## src/periph_settings.svh

```systemverilog
`ifndef PERIPH_SETTINGS_SVH
`define PERIPH_SETTINGS_SVH

// apb bus widths
`define PERIPH_ADDR_W       16
`define PERIPH_DATA_W       32

// peripheral select field in paddr
`define PERIPH_SEL_HI       13
`define PERIPH_SEL_LO       12
`define PERIPH_SEL_SPI      2'd0
`define PERIPH_SEL_UART     2'd1
`define PERIPH_SEL_GPIO     2'd2
`define PERIPH_OFS_W        8

// gpio pads plus the two sampled interrupt lines
`define GPIO_W              6
`define GPIO_IRQ_UART_BIT   6
`define GPIO_IRQ_SPI_BIT    7

// 0 flash, 1 sd card
`define SPI_CS_NUM          2

`define SPI_CTRL            8'h00
`define SPI_TXDATA          8'h04
`define SPI_RXDATA          8'h08
`define SPI_STATUS          8'h0C

`define UART_DIV            8'h00
`define UART_TXDATA         8'h04
`define UART_STATUS         8'h08
`define UART_DIV_RESET      16'd16

`define GPIO_OUT            8'h00
`define GPIO_OE             8'h04
`define GPIO_IN             8'h08
`define GPIO_IRQ_EN         8'h0C
`define GPIO_IRQ_PEND       8'h10

`endif

```

## src/periph_pkg.sv

```systemverilog
`include "periph_settings.svh"

package periph_pkg;

  typedef logic [`PERIPH_ADDR_W-1:0] paddr_t;
  typedef logic [`PERIPH_DATA_W-1:0] pdata_t;

  typedef logic [7:0] byte_t;

  typedef logic [`GPIO_W-1:0] gpio_pad_t;
  // pads plus uart and spi interrupt bits
  typedef logic [`GPIO_IRQ_SPI_BIT:0] gpio_in_t;

  // active low chip selects
  typedef logic [`SPI_CS_NUM-1:0] spi_cs_t;
  // spi half period is div + 1 cycles
  typedef logic [7:0] spi_div_t;
  // uart cycles per bit
  typedef logic [15:0] uart_div_t;

  typedef struct packed {
    logic   psel;
    logic   penable;
    logic   pwrite;
    paddr_t paddr;
    pdata_t pwdata;
  } apb_req_t;

  typedef struct packed {
    logic   pready;
    pdata_t prdata;
    logic   pslverr;
  } apb_rsp_t;

  typedef enum logic {
    SPI_IDLE,
    SPI_SHIFT
  } spi_state_e;

  typedef enum logic [1:0] {
    UART_IDLE,
    UART_START,
    UART_DATA,
    UART_STOP
  } uart_state_e;

endpackage

```

## src/apb_demux.sv

```systemverilog
`timescale 1ns/1ps
`include "periph_settings.svh"

module apb_demux (
  input  logic                 clk,
  input  logic                 rst_n,
  input  periph_pkg::apb_req_t req_i,
  output periph_pkg::apb_rsp_t rsp_o,
  output periph_pkg::apb_req_t spi_req_o,
  output periph_pkg::apb_req_t uart_req_o,
  output periph_pkg::apb_req_t gpio_req_o,
  input  periph_pkg::apb_rsp_t spi_rsp_i,
  input  periph_pkg::apb_rsp_t uart_rsp_i,
  input  periph_pkg::apb_rsp_t gpio_rsp_i
);

  logic [1:0]         sel;
  logic               unmapped;
  logic               err_q;
  periph_pkg::paddr_t ofs_addr;

  assign sel      = req_i.paddr[`PERIPH_SEL_HI:`PERIPH_SEL_LO];
  assign unmapped = (sel != `PERIPH_SEL_SPI) && (sel != `PERIPH_SEL_UART) &&
                    (sel != `PERIPH_SEL_GPIO);
  // slaves only see their register offset
  assign ofs_addr = periph_pkg::paddr_t'(req_i.paddr[`PERIPH_OFS_W-1:0]);

  always_comb begin
    spi_req_o        = req_i;
    spi_req_o.psel   = req_i.psel && (sel == `PERIPH_SEL_SPI);
    spi_req_o.paddr  = ofs_addr;
    uart_req_o       = req_i;
    uart_req_o.psel  = req_i.psel && (sel == `PERIPH_SEL_UART);
    uart_req_o.paddr = ofs_addr;
    gpio_req_o       = req_i;
    gpio_req_o.psel  = req_i.psel && (sel == `PERIPH_SEL_GPIO);
    gpio_req_o.paddr = ofs_addr;
  end

  // set in the setup phase, so it is high for exactly the access phase
  always_ff @(posedge clk) begin
    if (!rst_n) begin
      err_q <= 1'b0;
    end else begin
      err_q <= req_i.psel && !req_i.penable && unmapped;
    end
  end

  always_comb begin
    case (sel)
      `PERIPH_SEL_SPI:  rsp_o = spi_rsp_i;
      `PERIPH_SEL_UART: rsp_o = uart_rsp_i;
      `PERIPH_SEL_GPIO: rsp_o = gpio_rsp_i;
      default: begin
        rsp_o.pready  = err_q;
        rsp_o.prdata  = '0;
        rsp_o.pslverr = err_q;
      end
    endcase
  end

endmodule

```

## src/spi_master.sv

```systemverilog
`timescale 1ns/1ps
`include "periph_settings.svh"

module spi_master (
  input  logic                 clk,
  input  logic                 rst_n,
  input  periph_pkg::apb_req_t req_i,
  output periph_pkg::apb_rsp_t rsp_o,
  output logic                 spi_clk_o,
  output periph_pkg::spi_cs_t  spi_cs_o,
  output logic                 spi_mosi_o,
  input  logic                 spi_miso_i,
  output logic                 irq_o
);

  periph_pkg::spi_state_e   state_q;
  periph_pkg::spi_div_t     div_q;
  periph_pkg::spi_div_t     cnt_q;
  periph_pkg::byte_t        tx_q;
  periph_pkg::byte_t        rx_q;
  logic                     dev_q;
  logic                     irq_en_q;
  logic                     cs_force_q;
  logic                     sclk_q;
  logic                     done_q;
  logic [3:0]               half_q;
  logic [`PERIPH_OFS_W-1:0] ofs;
  logic                     access;
  logic                     wr_en;
  logic                     busy;
  logic                     tx_wr;
  logic                     ofs_ok;
  logic                     half_end;

  assign ofs      = req_i.paddr[`PERIPH_OFS_W-1:0];
  assign access   = req_i.psel && req_i.penable;
  assign wr_en    = access && req_i.pwrite;
  assign tx_wr    = wr_en && (ofs == `SPI_TXDATA);
  assign busy     = (state_q == periph_pkg::SPI_SHIFT);
  assign half_end = busy && (cnt_q == div_q);

  always_comb begin
    case (ofs)
      `SPI_CTRL, `SPI_TXDATA, `SPI_RXDATA, `SPI_STATUS: ofs_ok = 1'b1;
      default: ofs_ok = 1'b0;
    endcase
  end

  always_comb begin
    case (ofs)
      `SPI_CTRL:   rsp_o.prdata = periph_pkg::pdata_t'({div_q, 5'b0, cs_force_q,
                                                        irq_en_q, dev_q});
      `SPI_TXDATA: rsp_o.prdata = periph_pkg::pdata_t'(tx_q);
      `SPI_RXDATA: rsp_o.prdata = periph_pkg::pdata_t'(rx_q);
      `SPI_STATUS: rsp_o.prdata = periph_pkg::pdata_t'({done_q, busy});
      default:     rsp_o.prdata = '0;
    endcase
  end

  assign rsp_o.pready  = access;
  assign rsp_o.pslverr = access && (!ofs_ok || (tx_wr && busy));

  always_ff @(posedge clk) begin
    if (!rst_n) begin
      dev_q      <= 1'b0;
      irq_en_q   <= 1'b0;
      cs_force_q <= 1'b0;
      div_q      <= '0;
    end else if (wr_en && (ofs == `SPI_CTRL)) begin
      dev_q      <= req_i.pwdata[0];
      irq_en_q   <= req_i.pwdata[1];
      cs_force_q <= req_i.pwdata[2];
      div_q      <= req_i.pwdata[15:8];
    end
  end

  // 16 half periods of div + 1 cycles each
  always_ff @(posedge clk) begin
    if (!rst_n) begin
      state_q <= periph_pkg::SPI_IDLE;
      cnt_q   <= '0;
      half_q  <= '0;
      sclk_q  <= 1'b0;
      done_q  <= 1'b0;
    end else begin
      if (wr_en && (ofs == `SPI_STATUS) && req_i.pwdata[1]) begin
        done_q <= 1'b0;
      end
      case (state_q)
        periph_pkg::SPI_IDLE: begin
          if (tx_wr) begin
            state_q <= periph_pkg::SPI_SHIFT;
            cnt_q   <= '0;
            half_q  <= '0;
          end
        end
        periph_pkg::SPI_SHIFT: begin
          if (half_end) begin
            cnt_q  <= '0;
            sclk_q <= ~sclk_q;
            half_q <= half_q + 4'd1;
            if (half_q == 4'd15) begin
              state_q <= periph_pkg::SPI_IDLE;
              done_q  <= 1'b1;
            end
          end else begin
            cnt_q <= cnt_q + 8'd1;
          end
        end
      endcase
    end
  end

  // mode 0 samples on rising sclk and shifts out on falling
  always_ff @(posedge clk) begin
    if (!busy && tx_wr) begin
      tx_q <= req_i.pwdata[7:0];
    end else if (half_end && sclk_q) begin
      tx_q <= {tx_q[6:0], 1'b0};
    end
    if (half_end && !sclk_q) begin
      rx_q <= {rx_q[6:0], spi_miso_i};
    end
  end

  always_comb begin
    spi_cs_o = '1;
    if (busy || cs_force_q) begin
      spi_cs_o[dev_q] = 1'b0;
    end
  end

  assign spi_clk_o  = sclk_q;
  assign spi_mosi_o = busy && tx_q[7];
  assign irq_o      = done_q && irq_en_q;

endmodule

```

## src/uart_tx.sv

```systemverilog
`timescale 1ns/1ps
`include "periph_settings.svh"

module uart_tx (
  input  logic                 clk,
  input  logic                 rst_n,
  input  periph_pkg::apb_req_t req_i,
  output periph_pkg::apb_rsp_t rsp_o,
  output logic                 uart_tx_o,
  output logic                 irq_o
);

  periph_pkg::uart_state_e  state_q;
  periph_pkg::uart_div_t    div_q;
  periph_pkg::uart_div_t    cnt_q;
  periph_pkg::byte_t        sh_q;
  logic [2:0]               bit_q;
  logic                     done_q;
  logic [`PERIPH_OFS_W-1:0] ofs;
  logic                     access;
  logic                     wr_en;
  logic                     busy;
  logic                     tx_wr;
  logic                     ofs_ok;
  logic                     bit_end;

  assign ofs     = req_i.paddr[`PERIPH_OFS_W-1:0];
  assign access  = req_i.psel && req_i.penable;
  assign wr_en   = access && req_i.pwrite;
  assign tx_wr   = wr_en && (ofs == `UART_TXDATA);
  assign busy    = (state_q != periph_pkg::UART_IDLE);
  assign bit_end = (cnt_q == div_q - 16'd1);
  assign ofs_ok  = (ofs == `UART_DIV) || (ofs == `UART_TXDATA) || (ofs == `UART_STATUS);

  always_comb begin
    case (ofs)
      `UART_DIV:    rsp_o.prdata = periph_pkg::pdata_t'(div_q);
      `UART_STATUS: rsp_o.prdata = periph_pkg::pdata_t'({done_q, busy});
      default:      rsp_o.prdata = '0;
    endcase
  end

  assign rsp_o.pready  = access;
  assign rsp_o.pslverr = access && (!ofs_ok || (tx_wr && busy));

  always_ff @(posedge clk) begin
    if (!rst_n) begin
      div_q <= `UART_DIV_RESET;
    end else if (wr_en && (ofs == `UART_DIV)) begin
      div_q <= req_i.pwdata[15:0];
    end
  end

  // start, 8 data bits, stop; each div cycles
  always_ff @(posedge clk) begin
    if (!rst_n) begin
      state_q <= periph_pkg::UART_IDLE;
      cnt_q   <= '0;
      bit_q   <= '0;
      done_q  <= 1'b0;
    end else begin
      if (wr_en && (ofs == `UART_STATUS) && req_i.pwdata[1]) begin
        done_q <= 1'b0;
      end
      if (busy) begin
        cnt_q <= bit_end ? '0 : cnt_q + 16'd1;
      end
      case (state_q)
        periph_pkg::UART_IDLE: begin
          if (tx_wr) begin
            state_q <= periph_pkg::UART_START;
            cnt_q   <= '0;
          end
        end
        periph_pkg::UART_START: begin
          if (bit_end) begin
            state_q <= periph_pkg::UART_DATA;
          end
        end
        periph_pkg::UART_DATA: begin
          if (bit_end) begin
            bit_q <= bit_q + 3'd1;
            if (bit_q == 3'd7) begin
              state_q <= periph_pkg::UART_STOP;
            end
          end
        end
        periph_pkg::UART_STOP: begin
          if (bit_end) begin
            state_q <= periph_pkg::UART_IDLE;
            done_q  <= 1'b1;
          end
        end
      endcase
    end
  end

  // lsb first
  always_ff @(posedge clk) begin
    if (!busy && tx_wr) begin
      sh_q <= req_i.pwdata[7:0];
    end else if ((state_q == periph_pkg::UART_DATA) && bit_end) begin
      sh_q <= {1'b0, sh_q[7:1]};
    end
  end

  always_comb begin
    case (state_q)
      periph_pkg::UART_START: uart_tx_o = 1'b0;
      periph_pkg::UART_DATA:  uart_tx_o = sh_q[0];
      default:                uart_tx_o = 1'b1;
    endcase
  end

  assign irq_o = done_q;

endmodule

```

## src/gpio_ctrl.sv

```systemverilog
`timescale 1ns/1ps
`include "periph_settings.svh"

module gpio_ctrl (
  input  logic                  clk,
  input  logic                  rst_n,
  input  periph_pkg::apb_req_t  req_i,
  output periph_pkg::apb_rsp_t  rsp_o,
  input  periph_pkg::gpio_pad_t gpio_i,
  input  logic                  uart_irq_i,
  input  logic                  spi_irq_i,
  output periph_pkg::gpio_pad_t gpio_o,
  output periph_pkg::gpio_pad_t gpio_oe_o,
  output logic                  irq_o
);

  periph_pkg::gpio_pad_t    out_q;
  periph_pkg::gpio_pad_t    oe_q;
  periph_pkg::gpio_in_t     in_raw;
  periph_pkg::gpio_in_t     sync1_q;
  periph_pkg::gpio_in_t     sync2_q;
  periph_pkg::gpio_in_t     in_q;
  periph_pkg::gpio_in_t     irq_en_q;
  periph_pkg::gpio_in_t     pend_q;
  periph_pkg::gpio_in_t     pend_clr;
  logic [`PERIPH_OFS_W-1:0] ofs;
  logic                     access;
  logic                     wr_en;
  logic                     ofs_ok;

  assign ofs    = req_i.paddr[`PERIPH_OFS_W-1:0];
  assign access = req_i.psel && req_i.penable;
  assign wr_en  = access && req_i.pwrite;

  always_comb begin
    in_raw                     = '0;
    in_raw[`GPIO_W-1:0]        = gpio_i;
    in_raw[`GPIO_IRQ_UART_BIT] = uart_irq_i;
    in_raw[`GPIO_IRQ_SPI_BIT]  = spi_irq_i;
  end

  always_comb begin
    ofs_ok = 1'b1;
    case (ofs)
      `GPIO_OUT:      rsp_o.prdata = periph_pkg::pdata_t'(out_q);
      `GPIO_OE:       rsp_o.prdata = periph_pkg::pdata_t'(oe_q);
      `GPIO_IN:       rsp_o.prdata = periph_pkg::pdata_t'(in_q);
      `GPIO_IRQ_EN:   rsp_o.prdata = periph_pkg::pdata_t'(irq_en_q);
      `GPIO_IRQ_PEND: rsp_o.prdata = periph_pkg::pdata_t'(pend_q);
      default: begin
        rsp_o.prdata = '0;
        ofs_ok       = 1'b0;
      end
    endcase
  end

  assign rsp_o.pready  = access;
  assign rsp_o.pslverr = access && !ofs_ok;

  // write 1 to clear
  assign pend_clr = (wr_en && (ofs == `GPIO_IRQ_PEND)) ?
                    req_i.pwdata[`GPIO_IRQ_SPI_BIT:0] : '0;

  always_ff @(posedge clk) begin
    if (!rst_n) begin
      out_q    <= '0;
      oe_q     <= '0;
      irq_en_q <= '0;
      sync1_q  <= '0;
      sync2_q  <= '0;
      in_q     <= '0;
      pend_q   <= '0;
    end else begin
      if (wr_en && (ofs == `GPIO_OUT)) begin
        out_q <= req_i.pwdata[`GPIO_W-1:0];
      end
      if (wr_en && (ofs == `GPIO_OE)) begin
        oe_q <= req_i.pwdata[`GPIO_W-1:0];
      end
      if (wr_en && (ofs == `GPIO_IRQ_EN)) begin
        irq_en_q <= req_i.pwdata[`GPIO_IRQ_SPI_BIT:0];
      end
      sync1_q <= in_raw;
      sync2_q <= sync1_q;
      in_q    <= sync2_q;
      // a new edge wins over a clear in the same cycle
      pend_q  <= (pend_q & ~pend_clr) | (sync2_q & ~in_q & irq_en_q);
    end
  end

  assign gpio_o    = out_q;
  assign gpio_oe_o = oe_q;
  assign irq_o     = |pend_q;

endmodule

```

## src/periph_top.sv

```systemverilog
`timescale 1ns/1ps

module periph_top (
  input  logic                  clk,
  input  logic                  rst_n,
  input  periph_pkg::apb_req_t  apb_req_i,
  output periph_pkg::apb_rsp_t  apb_rsp_o,
  output logic                  spi_clk_o,
  output periph_pkg::spi_cs_t   spi_cs_o,
  output logic                  spi_mosi_o,
  input  logic                  spi_miso_i,
  output logic                  uart_tx_o,
  input  periph_pkg::gpio_pad_t gpio_i,
  output periph_pkg::gpio_pad_t gpio_o,
  output periph_pkg::gpio_pad_t gpio_oe_o,
  output logic                  irq_o
);

  periph_pkg::apb_req_t spi_req;
  periph_pkg::apb_req_t uart_req;
  periph_pkg::apb_req_t gpio_req;
  periph_pkg::apb_rsp_t spi_rsp;
  periph_pkg::apb_rsp_t uart_rsp;
  periph_pkg::apb_rsp_t gpio_rsp;
  logic                 spi_irq;
  logic                 uart_irq;

  apb_demux u_apb_demux (
    .clk        (clk),
    .rst_n      (rst_n),
    .req_i      (apb_req_i),
    .rsp_o      (apb_rsp_o),
    .spi_req_o  (spi_req),
    .uart_req_o (uart_req),
    .gpio_req_o (gpio_req),
    .spi_rsp_i  (spi_rsp),
    .uart_rsp_i (uart_rsp),
    .gpio_rsp_i (gpio_rsp)
  );

  // cs 0 flash, cs 1 sd card
  spi_master u_spi_master (
    .clk        (clk),
    .rst_n      (rst_n),
    .req_i      (spi_req),
    .rsp_o      (spi_rsp),
    .spi_clk_o  (spi_clk_o),
    .spi_cs_o   (spi_cs_o),
    .spi_mosi_o (spi_mosi_o),
    .spi_miso_i (spi_miso_i),
    .irq_o      (spi_irq)
  );

  uart_tx u_uart_tx (
    .clk       (clk),
    .rst_n     (rst_n),
    .req_i     (uart_req),
    .rsp_o     (uart_rsp),
    .uart_tx_o (uart_tx_o),
    .irq_o     (uart_irq)
  );

  // peripheral interrupts reach the core through gpio
  gpio_ctrl u_gpio_ctrl (
    .clk        (clk),
    .rst_n      (rst_n),
    .req_i      (gpio_req),
    .rsp_o      (gpio_rsp),
    .gpio_i     (gpio_i),
    .uart_irq_i (uart_irq),
    .spi_irq_i  (spi_irq),
    .gpio_o     (gpio_o),
    .gpio_oe_o  (gpio_oe_o),
    .irq_o      (irq_o)
  );

endmodule

```

## config.mk

```make
export PLATFORM = sky130hd
export DESIGN_NAME = periph_top
export DESIGN_NICKNAME = d
export VERILOG_FILES = /design/src/periph_pkg.sv /design/src/apb_demux.sv /design/src/spi_master.sv /design/src/uart_tx.sv /design/src/gpio_ctrl.sv /design/src/periph_top.sv
export VERILOG_INCLUDE_DIRS = /design/src /design/src/src
export SDC_FILE = /design/constraint.sdc
export NUM_CORES = 1
export LEC_CHECK = 0
export ABC_CLOCK_PERIOD_IN_PS = 3900
export CORE_AREA = 2 2 198 161
export CTS_CLUSTER_DIAMETER = 60
export DETAILED_ROUTE_END_ITERATION = 12
export DIE_AREA = 0 0 200 163
export DONT_BUFFER_PORTS = 1
export RECOVER_POWER = 25
export SLEW_MARGIN = 25
export SYNTH_ARGS = -nofsm -noshare
export SYNTH_HDL_FRONTEND = slang
export SYNTH_HIERARCHICAL = 1
export SYNTH_SLANG_ARGS = --single-unit
```

## constraint.sdc

```tcl
create_clock -name clk -period 3.9 [get_ports clk]
set_input_delay 0.195 -clock clk [delete_from_list [all_inputs] [get_ports clk]]
set_output_delay 0.195 -clock clk [all_outputs]
set_load 0.03 [all_outputs]
```

==> impl_metrics.json <==
{
  "status": "finished clean",
  "power_mw": 3.43,
  "final_common_cell": "dfxtp_1",
  "worst_setup_path_end_kind": "register",
  "final_core_util_pct": 30.9,
  "finalSetupTns_ns": 0,
  "io-pin-count": 112,
  "min_period_ns": 3.21,
  "min_from": "apb_req_i[34]",
  "clock.fmax_mhz": 312,
  "port_buffers": 0,
  "crit_required_ns": 4.18,
  "slew_headroom_pct": 34.7,
  "syn_area_um2": 9070,
  "synthCells": 990,
  "htree_levels": 4,
  "hp-class": "primary input to register",
  "fin_nets": 995,
  "wl_per_cell_um": 16.9,
  "start_kind": "register",
  "grt_pass1_wl_um": 34800,
  "setup-violations-final": 0,
  "stdcell_area_um2": 9530,
  "fin_crit_sh_pct": 82.2,
  "final_cell_mix": "dfxtp_1, nand2_1, mux2i_1",
  "worstMarginPinSlew_ns": 0.976,
  "core-area_um2": 30800,
  "max-clock-path-buffers": 2,
  "hold_violations": 0,
  "drt-initial-drc-count": 507,
  "antenna_cells": 0,
  "via_per_inst": 4.72,
  "holdWs_ns": 0.0271,
  "syn_to_final_growth_pct": 5.04,
  "rr_endpoint": "u_uart_tx/cnt_q[6]",
  "grt_max_degree": 94,
  "die_y_um": 163,
  "drc": 0,
  "cp_data_arrival_time_ns": 3.49,
  "syn_area_per_cell_um2": 9.16,
  "slew_viol_final": 0,
  "cts_root_buffer": "clkbuf_16",
  "slowest_delay_ns": 0.58,
  "critPathMaxFanout": 14,
  "place.gp.congestion": 0.857,
  "place_area_um2": 8600,
  "cap_violations": 0,
  "start_util_pct": 29.4,
  "die_area_um2": 32600,
  "clock_sinks": 141,
  "drive_above_1_share_pct": 10.7,
  "yosys_warnings": 6,
  "clk_pin_slew_ns": 0.07,
  "min_to": "u_spi_master/done_q",
  "setup_ws_ns": 0.693,
  "rr_worst_depth": 10,
  "dr.pass1.iters": 8,
  "ant_nets": 0,
  "stdcell_count": 1358,
  "critical_path_class": "register to register",
  "r2r_slack_ns": 0.69,
  "slowest_stage": "or4b_1",
  "crit_chain": "inv_1 > ha_1 > or4b_1 > nor4_4 > xor2_1 > a31oi_1 > a211oi_4 > nand3_2 > o211ai_4 > nor2_1",
  "p_per_area_nw_per_um2": 360,
  "hpwl_um": 15700,
  "routed_wl_um": 22900,
  "grt_antenna_before_repair": 0,
  "cts_buffers": 17,
  "die_w_um": 200,
  "vias": 6412,
  "placed_cells": 1295,
  "grt-ovfl-total": 0,
  "rows": 58,
  "rsz0062_at_grt": "false",
  "worstHoldPathCells": 3,
  "fin_skew_ns": 0.0108,
  "cts_tree": "yes",
  "ir_drop_mv": 0.258,
  "dp_slack_ns": 0.736,
  "grt.total_usage_pct": 14.0,
  "first_global_vias": 5915,
  "power.leakage_nw": 3.97,
  "r2r_start": "u_uart_tx/div_q[0]",
  "insertion_delay_ns": 0.43
}
==> critical path: cells and delay by family, from the launching register on <==
kind / cells / cell delay, ns
XOR/XNOR: 1 / 0.18
flip-flops: 1 / 0.31
adder cells (fa/ha/maj): 1 / 0.27
AND/OR/NAND/NOR: 4 / 1.16
buffers and inverters: 1 / 0.05
AO/OA/AOI/OAI: 3 / 1.09
==> flip-flops by register name (all words and copies together), names as in the netlist, 8 cells and up <==
signal and cells:
u_gpio_ctrl/pend_q 8, u_uart_tx/div_q 16, u_gpio_ctrl/in_q 8, u_spi_master/tx_q 8, u_uart_tx/cnt_q 16, u_gpio_ctrl/sync1_q 8, u_spi_master/rx_q 8, u_gpio_ctrl/sync2_q 8
u_uart_tx/sh_q 8, u_spi_master/cnt_q 8, u_spi_master/div_q 8, u_gpio_ctrl/irq_en_q 8
==> per-layer routing <==
metal / global-route usage, % / routed length, µm
met4: 2.42 / 116
met1: 20.1 / 11100
met2: 20.5 / 9620
met5: 0 / 0
met3: 4.56 / 2100
==> where the power goes <==
group	switching, mW	internal (mW)	leakage [nW]	total [mW]
combinational	0.173	0.0975	2.48	0.271
clock	0.779	0.878	0.299	1.66
sequential	0.0151	1.49	1.18	1.50
total	0.967	2.46	3.97	3.43
==> timing repair <==
action,4_1_cts,5_1_grt
endpoints found under the hold margin,109,0
gates resized for setup,0,0
hold buffers,31,0
setup buffers,0,0
==> how the worst max path moves through the flow <==
stage | start | to | slack (ns) | cells after the start
3_3_place_gp | u_uart_tx/div_q[0] | u_uart_tx/cnt_q[9] | 0.82 | 10
6_report | u_uart_tx/div_q[0] | u_uart_tx/cnt_q[6] | 0.69 | 10
3_5_place_dp | u_uart_tx/div_q[0] | u_uart_tx/cnt_q[9] | 0.74 | 10
4_1_cts | u_uart_tx/div_q[0] | u_uart_tx/cnt_q[6] | 0.72 | 10
2_1_floorplan | u_uart_tx/div_q[1] | u_uart_tx/sh_q[0] | 0.80 | 11
5_1_grt | u_uart_tx/div_q[1] | u_uart_tx/cnt_q[6] | 0.44 | 10
==> cell type report <==
type | count | area (µm²)
clock buffers | 17 | 425
clock inverters | 15 | 189
fillers | 3171 | 21300
inverters | 14 | 52.6
multi-input cells | 712 | 4880
flip-flops and latches | 141 | 3060
well taps | 420 | 526
repair buffers | 39 | 388
No activity file was read; power rests on OpenSTA's default activity.
